**config.mk**
```make
export PLATFORM = sky130hd
export DESIGN_NAME = lsu_top
export DESIGN_NICKNAME = d
export VERILOG_FILES = /design/src/hw/lsu_pkg.sv /design/src/hw/lsu_decode.sv /design/src/hw/lsu_store_buffer.sv /design/src/hw/lsu_data_ram.sv /design/src/hw/lsu_execute.sv /design/src/hw/lsu_result.sv /design/src/hw/lsu_top.sv
export SDC_FILE = /design/constraint.sdc
export NUM_CORES = 2
export LEC_CHECK = 0
export ABC_AREA = 0
export BUFFER_PORTS_ARGS = -buffer_cell sky130_fd_sc_hd__buf_2
export CAP_MARGIN = 20
export CORE_UTILIZATION = 37
export DETAILED_ROUTE_END_ITERATION = 12
export PLACE_DENSITY = 0.55
export SLEW_MARGIN = 30
export SYNTH_ARGS = -nofsm -noshare
export SYNTH_HDL_FRONTEND = slang
export SYNTH_HIERARCHICAL = 1
export SYNTH_SLANG_ARGS = --single-unit
```
**constraint.sdc**
```tcl
create_clock -name i_clk -period 4 [get_ports i_clk]
set_input_delay 0.8 -clock i_clk [delete_from_list [all_inputs] [get_ports i_clk]]
set_output_delay 0.8 -clock i_clk [all_outputs]
set_load 0.05 [all_outputs]
```
**src/hw/lsu_pkg.sv**
```systemverilog
`default_nettype none

package lsu_pkg;

  // Widths and depths
  localparam int XLEN_W    = 32;
  localparam int XLEN_B    = XLEN_W / 8;
  localparam int ADDR_W    = 8;
  localparam int LANE_W    = 2;
  localparam int WADDR_W   = ADDR_W - LANE_W;
  localparam int RAM_WORDS = 64;
  localparam int ROB_ID_W  = 4;
  localparam int OFFSET_W  = 12;
  localparam int STB_DEPTH = 4;
  localparam int STB_PTR_W = $clog2(STB_DEPTH);
  localparam int STB_CNT_W = $clog2(STB_DEPTH + 1);

  typedef enum logic [2:0] {
    LSU_LB  = 3'd0,
    LSU_LBU = 3'd1,
    LSU_LW  = 3'd2,
    LSU_SB  = 3'd3,
    LSU_SW  = 3'd4
  } lsu_op_e;

  // Instruction as handed over by dispatch, operands already read
  typedef struct packed {
    lsu_op_e               op;
    logic [ROB_ID_W-1:0]   rob_id;
    logic [XLEN_W-1:0]     base;
    logic [OFFSET_W-1:0]   offset;
    logic [XLEN_W-1:0]     st_data;
  } disp_inst_t;

  typedef struct packed {
    logic                  valid;
    lsu_op_e               op;
    logic [ROB_ID_W-1:0]   rob_id;
    logic [ADDR_W-1:0]     addr;
    logic                  misaligned;
    logic [XLEN_W-1:0]     st_data;
  } ex_req_t;

  typedef struct packed {
    logic                  valid;
    lsu_op_e               op;
    logic [ROB_ID_W-1:0]   rob_id;
    logic                  misaligned;
    logic [LANE_W-1:0]     lane;
    logic [XLEN_B-1:0]     fwd_mask;
    logic [XLEN_W-1:0]     fwd_data;
  } rd_req_t;

  typedef struct packed {
    logic [WADDR_W-1:0]    waddr;
    logic [XLEN_B-1:0]     be;
    logic [XLEN_W-1:0]     data;
    logic                  committed;
  } stb_entry_t;

  typedef struct packed {
    logic                  valid;
    logic [ROB_ID_W-1:0]   rob_id;
    logic                  is_store;
    logic                  except;
    logic [XLEN_W-1:0]     data;
  } done_rpt_t;

endpackage

`default_nettype wire

```
**src/hw/lsu_decode.sv**
```systemverilog
`timescale 1ns/1ps
`default_nettype none

module lsu_decode (
  input  logic                i_clk,
  input  logic                i_reset_n,
  input  logic                i_disp_valid,
  input  lsu_pkg::disp_inst_t i_disp,
  output lsu_pkg::ex_req_t    o_ex_req
);

  logic [lsu_pkg::XLEN_W-1:0] w_eff_addr;
  logic [lsu_pkg::ADDR_W-1:0] w_addr;
  logic                       w_is_word;
  logic                       w_misaligned;

  // Base plus sign-extended offset, only the low bits reach the RAM
  assign w_eff_addr = i_disp.base +
                      {{(lsu_pkg::XLEN_W - lsu_pkg::OFFSET_W){i_disp.offset[lsu_pkg::OFFSET_W-1]}},
                       i_disp.offset};
  assign w_addr     = w_eff_addr[lsu_pkg::ADDR_W-1:0];

  assign w_is_word    = (i_disp.op == lsu_pkg::LSU_LW) || (i_disp.op == lsu_pkg::LSU_SW);
  assign w_misaligned = w_is_word && (w_addr[lsu_pkg::LANE_W-1:0] != '0);

  always_ff @(posedge i_clk or negedge i_reset_n) begin
    if (!i_reset_n) begin
      o_ex_req <= '0;
    end else begin
      o_ex_req.valid      <= i_disp_valid;
      o_ex_req.op         <= i_disp.op;
      o_ex_req.rob_id     <= i_disp.rob_id;
      o_ex_req.addr       <= w_addr;
      o_ex_req.misaligned <= w_misaligned;
      o_ex_req.st_data    <= i_disp.st_data;
    end
  end

  // Only defined opcodes may enter the pipe
  a_legal_op : assert property (
    @(posedge i_clk) disable iff (!i_reset_n)
    i_disp_valid |=> (o_ex_req.op inside {lsu_pkg::LSU_LB, lsu_pkg::LSU_LBU, lsu_pkg::LSU_LW,
                                          lsu_pkg::LSU_SB, lsu_pkg::LSU_SW})
  );

endmodule

`default_nettype wire

```
**src/hw/lsu_store_buffer.sv**
```systemverilog
`timescale 1ns/1ps
`default_nettype none

module lsu_store_buffer (
  input  logic                            i_clk,
  input  logic                            i_reset_n,
  input  logic                            i_push,
  input  lsu_pkg::stb_entry_t             i_push_entry,
  input  logic                            i_commit,
  input  logic [lsu_pkg::WADDR_W-1:0]     i_ld_word_addr,
  output logic [lsu_pkg::XLEN_B-1:0]      o_fwd_mask,
  output logic [lsu_pkg::XLEN_W-1:0]      o_fwd_data,
  output logic [lsu_pkg::STB_CNT_W-1:0]   o_free_cnt,
  output logic                            o_ram_wr_en,
  output logic [lsu_pkg::WADDR_W-1:0]     o_ram_wr_addr,
  output logic [lsu_pkg::XLEN_B-1:0]      o_ram_wr_be,
  output logic [lsu_pkg::XLEN_W-1:0]      o_ram_wr_data
);

  lsu_pkg::stb_entry_t                r_entries [lsu_pkg::STB_DEPTH];
  logic [lsu_pkg::STB_DEPTH-1:0]      r_valid;
  logic [lsu_pkg::STB_PTR_W-1:0]      r_head;
  logic [lsu_pkg::STB_PTR_W-1:0]      r_tail;
  logic [lsu_pkg::STB_PTR_W-1:0]      r_cmt_ptr;
  logic [lsu_pkg::STB_CNT_W-1:0]      r_pend_cnt;

  logic w_drain;
  logic w_uncmt_avail;
  logic w_cmt_req;
  logic w_cmt_entry;
  logic w_cmt_push;

  // ------------------------------------------------------------------------
  // Commit and drain control
  // ------------------------------------------------------------------------
  assign w_drain       = r_valid[r_head] && r_entries[r_head].committed;
  // Commit pointer rests on the oldest uncommitted entry, or on the tail
  assign w_uncmt_avail = r_valid[r_cmt_ptr] && !r_entries[r_cmt_ptr].committed;
  assign w_cmt_req     = i_commit || (r_pend_cnt != '0);
  assign w_cmt_entry   = w_cmt_req && w_uncmt_avail;
  // Early commit lands on the store being pushed right now
  assign w_cmt_push    = w_cmt_req && !w_uncmt_avail && i_push;

  always_ff @(posedge i_clk or negedge i_reset_n) begin
    if (!i_reset_n) begin
      r_valid    <= '0;
      r_head     <= '0;
      r_tail     <= '0;
      r_cmt_ptr  <= '0;
      r_pend_cnt <= '0;
    end else begin
      if (i_push) begin
        r_valid[r_tail] <= 1'b1;
        r_tail          <= r_tail + 1'b1;
      end
      if (w_drain) begin
        r_valid[r_head] <= 1'b0;
        r_head          <= r_head + 1'b1;
      end
      if (w_cmt_entry || w_cmt_push) begin
        r_cmt_ptr <= r_cmt_ptr + 1'b1;
      end
      r_pend_cnt <= r_pend_cnt + lsu_pkg::STB_CNT_W'(i_commit)
                    - lsu_pkg::STB_CNT_W'(w_cmt_entry || w_cmt_push);
    end
  end

  always_ff @(posedge i_clk) begin
    if (i_push) begin
      r_entries[r_tail]           <= i_push_entry;
      r_entries[r_tail].committed <= w_cmt_push;
    end
    if (w_cmt_entry) begin
      r_entries[r_cmt_ptr].committed <= 1'b1;
    end
  end

  assign o_ram_wr_en   = w_drain;
  assign o_ram_wr_addr = r_entries[r_head].waddr;
  assign o_ram_wr_be   = r_entries[r_head].be;
  assign o_ram_wr_data = r_entries[r_head].data;

  always_comb begin
    o_free_cnt = lsu_pkg::STB_CNT_W'(lsu_pkg::STB_DEPTH);
    for (int i = 0; i < lsu_pkg::STB_DEPTH; i++) begin
      if (r_valid[i]) begin
        o_free_cnt = o_free_cnt - 1'b1;
      end
    end
  end

  // ------------------------------------------------------------------------
  // Forwarding, walked oldest to youngest so the youngest byte wins
  // ------------------------------------------------------------------------
  always_comb begin
    logic [lsu_pkg::STB_PTR_W-1:0] idx;
    o_fwd_mask = '0;
    o_fwd_data = '0;
    for (int k = 0; k < lsu_pkg::STB_DEPTH; k++) begin
      idx = r_head + lsu_pkg::STB_PTR_W'(k);
      if (r_valid[idx] && (r_entries[idx].waddr == i_ld_word_addr)) begin
        for (int b = 0; b < lsu_pkg::XLEN_B; b++) begin
          if (r_entries[idx].be[b]) begin
            o_fwd_mask[b]        = 1'b1;
            o_fwd_data[b*8 +: 8] = r_entries[idx].data[b*8 +: 8];
          end
        end
      end
    end
  end

  a_no_push_full : assert property (
    @(posedge i_clk) disable iff (!i_reset_n)
    i_push |-> !r_valid[r_tail]
  );

  // Only the execute-stage store and the one being dispatched run ahead of a commit
  a_pend_bound : assert property (
    @(posedge i_clk) disable iff (!i_reset_n)
    r_pend_cnt <= lsu_pkg::STB_CNT_W'(2)
  );

endmodule

`default_nettype wire

```
**src/hw/lsu_data_ram.sv**
```systemverilog
`timescale 1ns/1ps
`default_nettype none

module lsu_data_ram (
  input  logic                        i_clk,
  input  logic [lsu_pkg::WADDR_W-1:0] i_rd_addr,
  output logic [lsu_pkg::XLEN_W-1:0]  o_rd_data,
  input  logic                        i_wr_en,
  input  logic [lsu_pkg::WADDR_W-1:0] i_wr_addr,
  input  logic [lsu_pkg::XLEN_B-1:0]  i_wr_be,
  input  logic [lsu_pkg::XLEN_W-1:0]  i_wr_data
);

  logic [lsu_pkg::XLEN_W-1:0] r_mem [lsu_pkg::RAM_WORDS];

  // Read sees the word as it was before a write on the same edge
  always_ff @(posedge i_clk) begin
    o_rd_data <= r_mem[i_rd_addr];
  end

  always_ff @(posedge i_clk) begin
    if (i_wr_en) begin
      for (int b = 0; b < lsu_pkg::XLEN_B; b++) begin
        if (i_wr_be[b]) begin
          r_mem[i_wr_addr][b*8 +: 8] <= i_wr_data[b*8 +: 8];
        end
      end
    end
  end

endmodule

`default_nettype wire

```
**src/hw/lsu_execute.sv**
```systemverilog
`timescale 1ns/1ps
`default_nettype none

module lsu_execute (
  input  logic                       i_clk,
  input  logic                       i_reset_n,
  input  lsu_pkg::ex_req_t           i_ex_req,
  input  logic                       i_commit,
  output lsu_pkg::rd_req_t           o_rd_req,
  output logic [lsu_pkg::XLEN_W-1:0] o_ram_rd_data,
  output logic                       o_disp_ready
);

  logic [lsu_pkg::WADDR_W-1:0]   w_word_addr;
  logic [lsu_pkg::LANE_W-1:0]    w_lane;
  logic                          w_is_store;
  logic                          w_is_load;
  logic                          w_push;
  lsu_pkg::stb_entry_t           w_push_entry;
  logic [lsu_pkg::XLEN_B-1:0]    w_fwd_mask;
  logic [lsu_pkg::XLEN_W-1:0]    w_fwd_data;
  logic [lsu_pkg::STB_CNT_W-1:0] w_free_cnt;
  logic                          w_ram_wr_en;
  logic [lsu_pkg::WADDR_W-1:0]   w_ram_wr_addr;
  logic [lsu_pkg::XLEN_B-1:0]    w_ram_wr_be;
  logic [lsu_pkg::XLEN_W-1:0]    w_ram_wr_data;

  assign w_word_addr = i_ex_req.addr[lsu_pkg::ADDR_W-1:lsu_pkg::LANE_W];
  assign w_lane      = i_ex_req.addr[lsu_pkg::LANE_W-1:0];
  assign w_is_store  = i_ex_req.valid &&
                       ((i_ex_req.op == lsu_pkg::LSU_SB) || (i_ex_req.op == lsu_pkg::LSU_SW));
  assign w_is_load   = i_ex_req.valid && !w_is_store;
  // Misaligned stores only report, memory stays untouched
  assign w_push      = w_is_store && !i_ex_req.misaligned;

  always_comb begin
    w_push_entry       = '0;
    w_push_entry.waddr = w_word_addr;
    if (i_ex_req.op == lsu_pkg::LSU_SB) begin
      w_push_entry.be   = lsu_pkg::XLEN_B'(1) << w_lane;
      w_push_entry.data = {24'd0, i_ex_req.st_data[7:0]} << {w_lane, 3'b000};
    end else begin
      w_push_entry.be   = '1;
      w_push_entry.data = i_ex_req.st_data;
    end
  end

  // Room must remain for the store now in execute plus one more
  assign o_disp_ready = w_free_cnt > lsu_pkg::STB_CNT_W'(w_is_store);

  lsu_store_buffer u_store_buffer (
    .i_clk          (i_clk),
    .i_reset_n      (i_reset_n),
    .i_push         (w_push),
    .i_push_entry   (w_push_entry),
    .i_commit       (i_commit),
    .i_ld_word_addr (w_word_addr),
    .o_fwd_mask     (w_fwd_mask),
    .o_fwd_data     (w_fwd_data),
    .o_free_cnt     (w_free_cnt),
    .o_ram_wr_en    (w_ram_wr_en),
    .o_ram_wr_addr  (w_ram_wr_addr),
    .o_ram_wr_be    (w_ram_wr_be),
    .o_ram_wr_data  (w_ram_wr_data)
  );

  lsu_data_ram u_data_ram (
    .i_clk     (i_clk),
    .i_rd_addr (w_word_addr),
    .o_rd_data (o_ram_rd_data),
    .i_wr_en   (w_ram_wr_en),
    .i_wr_addr (w_ram_wr_addr),
    .i_wr_be   (w_ram_wr_be),
    .i_wr_data (w_ram_wr_data)
  );

  always_ff @(posedge i_clk or negedge i_reset_n) begin
    if (!i_reset_n) begin
      o_rd_req <= '0;
    end else begin
      o_rd_req.valid      <= i_ex_req.valid;
      o_rd_req.op         <= i_ex_req.op;
      o_rd_req.rob_id     <= i_ex_req.rob_id;
      o_rd_req.misaligned <= i_ex_req.misaligned;
      o_rd_req.lane       <= w_lane;
      o_rd_req.fwd_mask   <= w_is_load ? w_fwd_mask : '0;
      o_rd_req.fwd_data   <= w_fwd_data;
    end
  end

endmodule

`default_nettype wire

```
**src/hw/lsu_result.sv**
```systemverilog
`timescale 1ns/1ps
`default_nettype none

module lsu_result (
  input  logic                       i_clk,
  input  logic                       i_reset_n,
  input  lsu_pkg::rd_req_t           i_rd_req,
  input  logic [lsu_pkg::XLEN_W-1:0] i_ram_rd_data,
  output lsu_pkg::done_rpt_t         o_done
);

  logic [lsu_pkg::XLEN_W-1:0] w_merged;
  logic [7:0]                 w_byte;
  logic [lsu_pkg::XLEN_W-1:0] w_ld_data;
  logic                       w_is_load;
  logic                       w_is_store;
  lsu_pkg::done_rpt_t         w_ld_rpt;
  lsu_pkg::done_rpt_t         w_st_rpt;

  // Forwarded bytes override the RAM word
  always_comb begin
    for (int b = 0; b < lsu_pkg::XLEN_B; b++) begin
      w_merged[b*8 +: 8] = i_rd_req.fwd_mask[b] ? i_rd_req.fwd_data[b*8 +: 8]
                                                : i_ram_rd_data[b*8 +: 8];
    end
  end

  assign w_byte = w_merged[{i_rd_req.lane, 3'b000} +: 8];

  always_comb begin
    case (i_rd_req.op)
      lsu_pkg::LSU_LB:  w_ld_data = {{(lsu_pkg::XLEN_W-8){w_byte[7]}}, w_byte};
      lsu_pkg::LSU_LBU: w_ld_data = {{(lsu_pkg::XLEN_W-8){1'b0}}, w_byte};
      default:          w_ld_data = w_merged;
    endcase
  end

  assign w_is_load  = (i_rd_req.op == lsu_pkg::LSU_LB) || (i_rd_req.op == lsu_pkg::LSU_LBU) ||
                      (i_rd_req.op == lsu_pkg::LSU_LW);
  assign w_is_store = (i_rd_req.op == lsu_pkg::LSU_SB) || (i_rd_req.op == lsu_pkg::LSU_SW);

  // ------------------------------------------------------------------------
  // Load and store reports
  // ------------------------------------------------------------------------
  always_comb begin
    w_ld_rpt          = '0;
    w_ld_rpt.valid    = i_rd_req.valid && w_is_load;
    w_ld_rpt.rob_id   = i_rd_req.rob_id;
    w_ld_rpt.except   = i_rd_req.misaligned;
    w_ld_rpt.data     = i_rd_req.misaligned ? '0 : w_ld_data;

    w_st_rpt          = '0;
    w_st_rpt.valid    = i_rd_req.valid && w_is_store;
    w_st_rpt.rob_id   = i_rd_req.rob_id;
    w_st_rpt.is_store = 1'b1;
    w_st_rpt.except   = i_rd_req.misaligned;
  end

  always_ff @(posedge i_clk or negedge i_reset_n) begin
    if (!i_reset_n) begin
      o_done <= '0;
    end else begin
      o_done <= w_ld_rpt.valid ? w_ld_rpt : w_st_rpt;
    end
  end

  a_one_report : assert property (
    @(posedge i_clk) disable iff (!i_reset_n)
    !(w_ld_rpt.valid && w_st_rpt.valid)
  );

endmodule

`default_nettype wire

```
**src/hw/lsu_top.sv**
```systemverilog
`timescale 1ns/1ps
`default_nettype none

module lsu_top (
  input  logic                i_clk,
  input  logic                i_reset_n,
  input  logic                i_disp_valid,
  input  lsu_pkg::disp_inst_t i_disp,
  output logic                o_disp_ready,
  input  logic                i_commit,
  output lsu_pkg::done_rpt_t  o_done
);

  lsu_pkg::ex_req_t           w_ex_req;
  lsu_pkg::rd_req_t           w_rd_req;
  logic [lsu_pkg::XLEN_W-1:0] w_ram_rd_data;

  // Decode, then execute with store buffer and RAM, then report merge
  lsu_decode u_decode (
    .i_clk        (i_clk),
    .i_reset_n    (i_reset_n),
    .i_disp_valid (i_disp_valid),
    .i_disp       (i_disp),
    .o_ex_req     (w_ex_req)
  );

  lsu_execute u_execute (
    .i_clk         (i_clk),
    .i_reset_n     (i_reset_n),
    .i_ex_req      (w_ex_req),
    .i_commit      (i_commit),
    .o_rd_req      (w_rd_req),
    .o_ram_rd_data (w_ram_rd_data),
    .o_disp_ready  (o_disp_ready)
  );

  lsu_result u_result (
    .i_clk         (i_clk),
    .i_reset_n     (i_reset_n),
    .i_rd_req      (w_rd_req),
    .i_ram_rd_data (w_ram_rd_data),
    .o_done        (o_done)
  );

endmodule

`default_nettype wire

```
==> impl_results.rst <==
.. list-table::
   :header-rows: 1

   * - Metric
     - Value
   * - Result of the run
     - finished, final reports clean
   * - Launch point of the worst path
     - u_execute/u_store_buffer/r_head[1]$_DFFE_PN0P_
   * - Final Setup Violations
     - 0
   * - Transition time at the pin with the least slew margin
     - 1.019 ns
   * - Worst flop-to-flop path startpoint
     - u_execute/u_store_buffer/r_head[1]$_DFFE_PN0P_
   * - Core area
     - 262000 sq um
   * - Most frequent cell on the critical path
     - sky130_fd_sc_hd__buf_4
   * - Worst relative slew slack
     - 31.84%
   * - Total standard cell area after synthesis
     - 97410 sq um
   * - Net Switching
     - 22.00 mW
   * - Overall die height
     - 515.1 microns
   * - Portion of total power attributed to the clock network
     - 30.1%
   * - Combinational share of power
     - 25.0%
   * - Post-detailed-placement half-perimeter wirelength
     - 183700 microns
   * - Combined flip-flop and latch cell area
     - 71000 sq um
   * - Number of max-capacitance violations reported
     - 0
   * - Number of rows created at floorplan
     - 188
   * - Die extent in x
     - 515.1 microns
   * - Critical path required time
     - 4.49 ns
   * - Global-route wire length before repair
     - 383500 microns
   * - Count of input and output buffers
     - 98
   * - TritonCTS clock tree
     - done
   * - Sum of buffers and inverters on the critical path
     - 3
   * - Internal power
     - 49.96 mW
   * - Routability cong.
     - 0.8626
   * - Clock-pin transition on the worst setup and hold timing paths
     - 0.06 ns
   * - Number of clock sinks seen by CTS
     - 2400
   * - Top Layer Used
     - met5
   * - Part of the total power dissipated in sequential elements
     - 44.9%
   * - Instance count of the mapped netlist
     - 4771
   * - Largest delay contributor family on the critical path
     - simple AND/OR/NAND/NOR gates
   * - Routed wire length
     - 272900 microns
   * - Static leakage
     - 36.75 nW
   * - Cells on worst reg2reg path
     - 8
   * - Met2 Routed Length
     - 130500 microns
   * - Aggregate global-route resource usage
     - 20.41%
   * - Nets
     - 5418
   * - Number of remaining DRC errors
     - 0
   * - Crit end category
     - flop
   * - P&R area growth vs syn
     - 15.70%
   * - Initial antenna violation count
     - 14
   * - Via count of the first global-routing pass
     - 50060
   * - Count of endpoints failing hold in the final timing report
     - 0
   * - Total Power Consumption
     - 71.97 mW
   * - Utilization after layout
     - 43.01%
   * - Proportion of layout cells with a drive suffix above 1
     - 31.57%
   * - Instance count on the critical path
     - 8
   * - Post-detailed-route count of antenna-violating nets
     - 0
   * - Via density per instance
     - 5.624
   * - Clock period minus worst slack
     - 3.855 ns
   * - Endpoint arrival time on the critical path
     - 4.34 ns
   * - Power Dens Cells
     - 638.6 nW/um^2
   * - Max Fclk
     - 0.2594 GHz
   * - Ordered cell list for the critical path
     - buf_4 -> mux2i_1 -> mux2i_1 -> buf_4 -> nor3_1 -> buf_4 -> nand2_1 -> nor2_1
   * - Largest vdd supply drop
     - 0.5377 mV
   * - Largest stage delay on the critical path
     - 0.88 ns
   * - Period Utilization, post-route
     - 96.38%
   * - Overall overflow remaining after global route
     - 0
   * - Maximum number of pins on one net before global-route repair
     - 96
   * - Number of levels in the clock H-tree
     - 4
   * - Clock skew after layout
     - 0.03776 ns
   * - Tightest Hold Check Type
     - primary input to async pin
   * - Fillers
     - 22800
   * - Max Slew Vio Count
     - 0
   * - Detailed Routing Iterations Pass 1
     - 6
   * - Initial cell density of the core
     - 37.17%
   * - DIE AREA
     - 265300 sq um
   * - Wire length the detailed router placed on met1
     - 114300 microns
   * - Synthesis Warnings
     - 6
   * - Total area of multi-input combinational cells
     - 24760 sq um
   * - Crit start category
     - flop
   * - Switching part of the total
     - 30.58%
   * - Maximum fanout count along the critical path
     - 22
   * - Setup repair after global routing missed its margin
     - yes
   * - Crit path max-delay cell type
     - sky130_fd_sc_hd__nor2_1
   * - FF-to-FF setup slack
     - 0.14 ns
   * - Capture point of the critical path
     - u_execute/u_data_ram/r_mem[2][29]$_DFFE_PP_
   * - Syn Area/Cell
     - 20.42 sq um
   * - Met3 wire len
     - 18460 microns
   * - Capture point of the worst reg-to-reg path
     - u_execute/u_data_ram/r_mem[2][29]$_DFFE_PP_
   * - Routed length per instance
     - 30.25 microns
   * - Syn_nets
     - 4886
   * - Clock buffer count from CTS
     - 234
   * - Category of the critical setup timing path
     - flop to flop
   * - First-iteration detailed-routing DRC count
     - 5965
   * - Buffer type at the clock tree root
     - sky130_fd_sc_hd__clkbuf_16
   * - Total vias in the final route
     - 50720
   * - I/O pin total
     - 127
   * - Number of buffers between clock root and the deepest sink
     - 3
   * - Insertion delay of the later-clocked pin in the worst-skew pair
     - 0.89 ns
per-layer routing:
| metal | GRT usage (%) | vias up |
|---|---|---|
| met5 | 0 | - |
| met4 | 6.878 | 6 |
| met3 | 3.273 | 396 |
| met2 | 32.67 | 1871 |
| met1 | 28.36 | 27630 |
| li1 | - | 20820 |
power groups by stage:
stage / Clock [mW] / Sequential [mW] / Combinational (mW)
after CTS: 22.1 / 32.3 / 18.3
after global routing: 22.9 / 32.4 / 19.0
final: 21.7 / 32.3 / 18.0
after detailed placement: 0 / 32.8 / 18.2
after floorplan: 0 / 32.4 / 10.8
after global placement: 0 / 32.8 / 17.9
worst min path at each step:
stage	startpoint	slack, ns	to
final	i_reset_n	0.02	u_result/o_done[36]$_DFF_PN0_
after floorplan	u_decode/o_ex_req[41]$_DFF_PN0_	0.33	u_execute/o_rd_req[39]$_DFF_PN0_
after global routing	i_reset_n	0.05	u_decode/o_ex_req[41]$_DFF_PN0_
after CTS	i_reset_n	0.03	u_result/o_done[28]$_DFF_PN0_
after global placement	u_decode/o_ex_req[41]$_DFF_PN0_	0.33	u_execute/o_rd_req[39]$_DFF_PN0_
after detailed placement	u_decode/o_ex_req[43]$_DFF_PN0_	0.33	u_execute/o_rd_req[41]$_DFF_PN0_
sequential cells by signal, indices dropped and copies added, names as in the netlist:
register,cells
u_execute/u_data_ram/o_rd_data,32
u_result/o_done,39
u_execute/u_store_buffer/r_valid,4
u_execute/u_store_buffer/r_entries,172
u_execute/o_rd_req,47
u_execute/u_store_buffer/r_tail,2
u_execute/u_store_buffer/r_cmt_ptr,2
u_execute/u_store_buffer/r_pend_cnt,3
u_execute/u_store_buffer/r_head,2
u_decode/o_ex_req,49
u_execute/u_data_ram/r_mem,2048
layout make-up:
type                       count  area share [%]
inverter                      34          0.1132
timing repair buffer         593           4.362
clock inverter               143           1.081
multi-input combinational   2040           21.97
antenna                        3        0.006661
sequential                  2400           63.00
tap                         3515           3.902
clock buffer                 292           5.564
what timing repair did:
item	CTS	global route
buffers inserted	0	0
pin swaps	0	1
hold endpoints to repair	40	0
endpoints found under the setup margin	1	18
hold buffers	40	0
gates resized for setup	2	0
layout by cell type, fill, tap and decap left out, drive strengths merged, types with 63 or more instances in the layout:
cell type / n
nand2: 141
edfxtp: 2216
clkinv: 111
dfrtp: 148
clkbuf: 293
nor2: 324
mux2: 63
mux4: 688
nor3: 65
mux2i: 161
buf: 552
stage by stage:
step	TNS, ns	cells	setup WS [ns]	instance area [sq um]	hold WS (ns)
after global routing	-0.3140	9018	-0.05123	112700	0.05350
final	0	9020	0.1449	112700	0.02154
after global placement	0	8542	0.2385	104700	0.3317
after detailed placement	0	8542	0.1712	104800	0.3347
after floorplan	0	4771	0.04471	97410	0.3312
after CTS	0	9017	0.03018	112700	0.03380
Power figures use the tool's default switching activity.
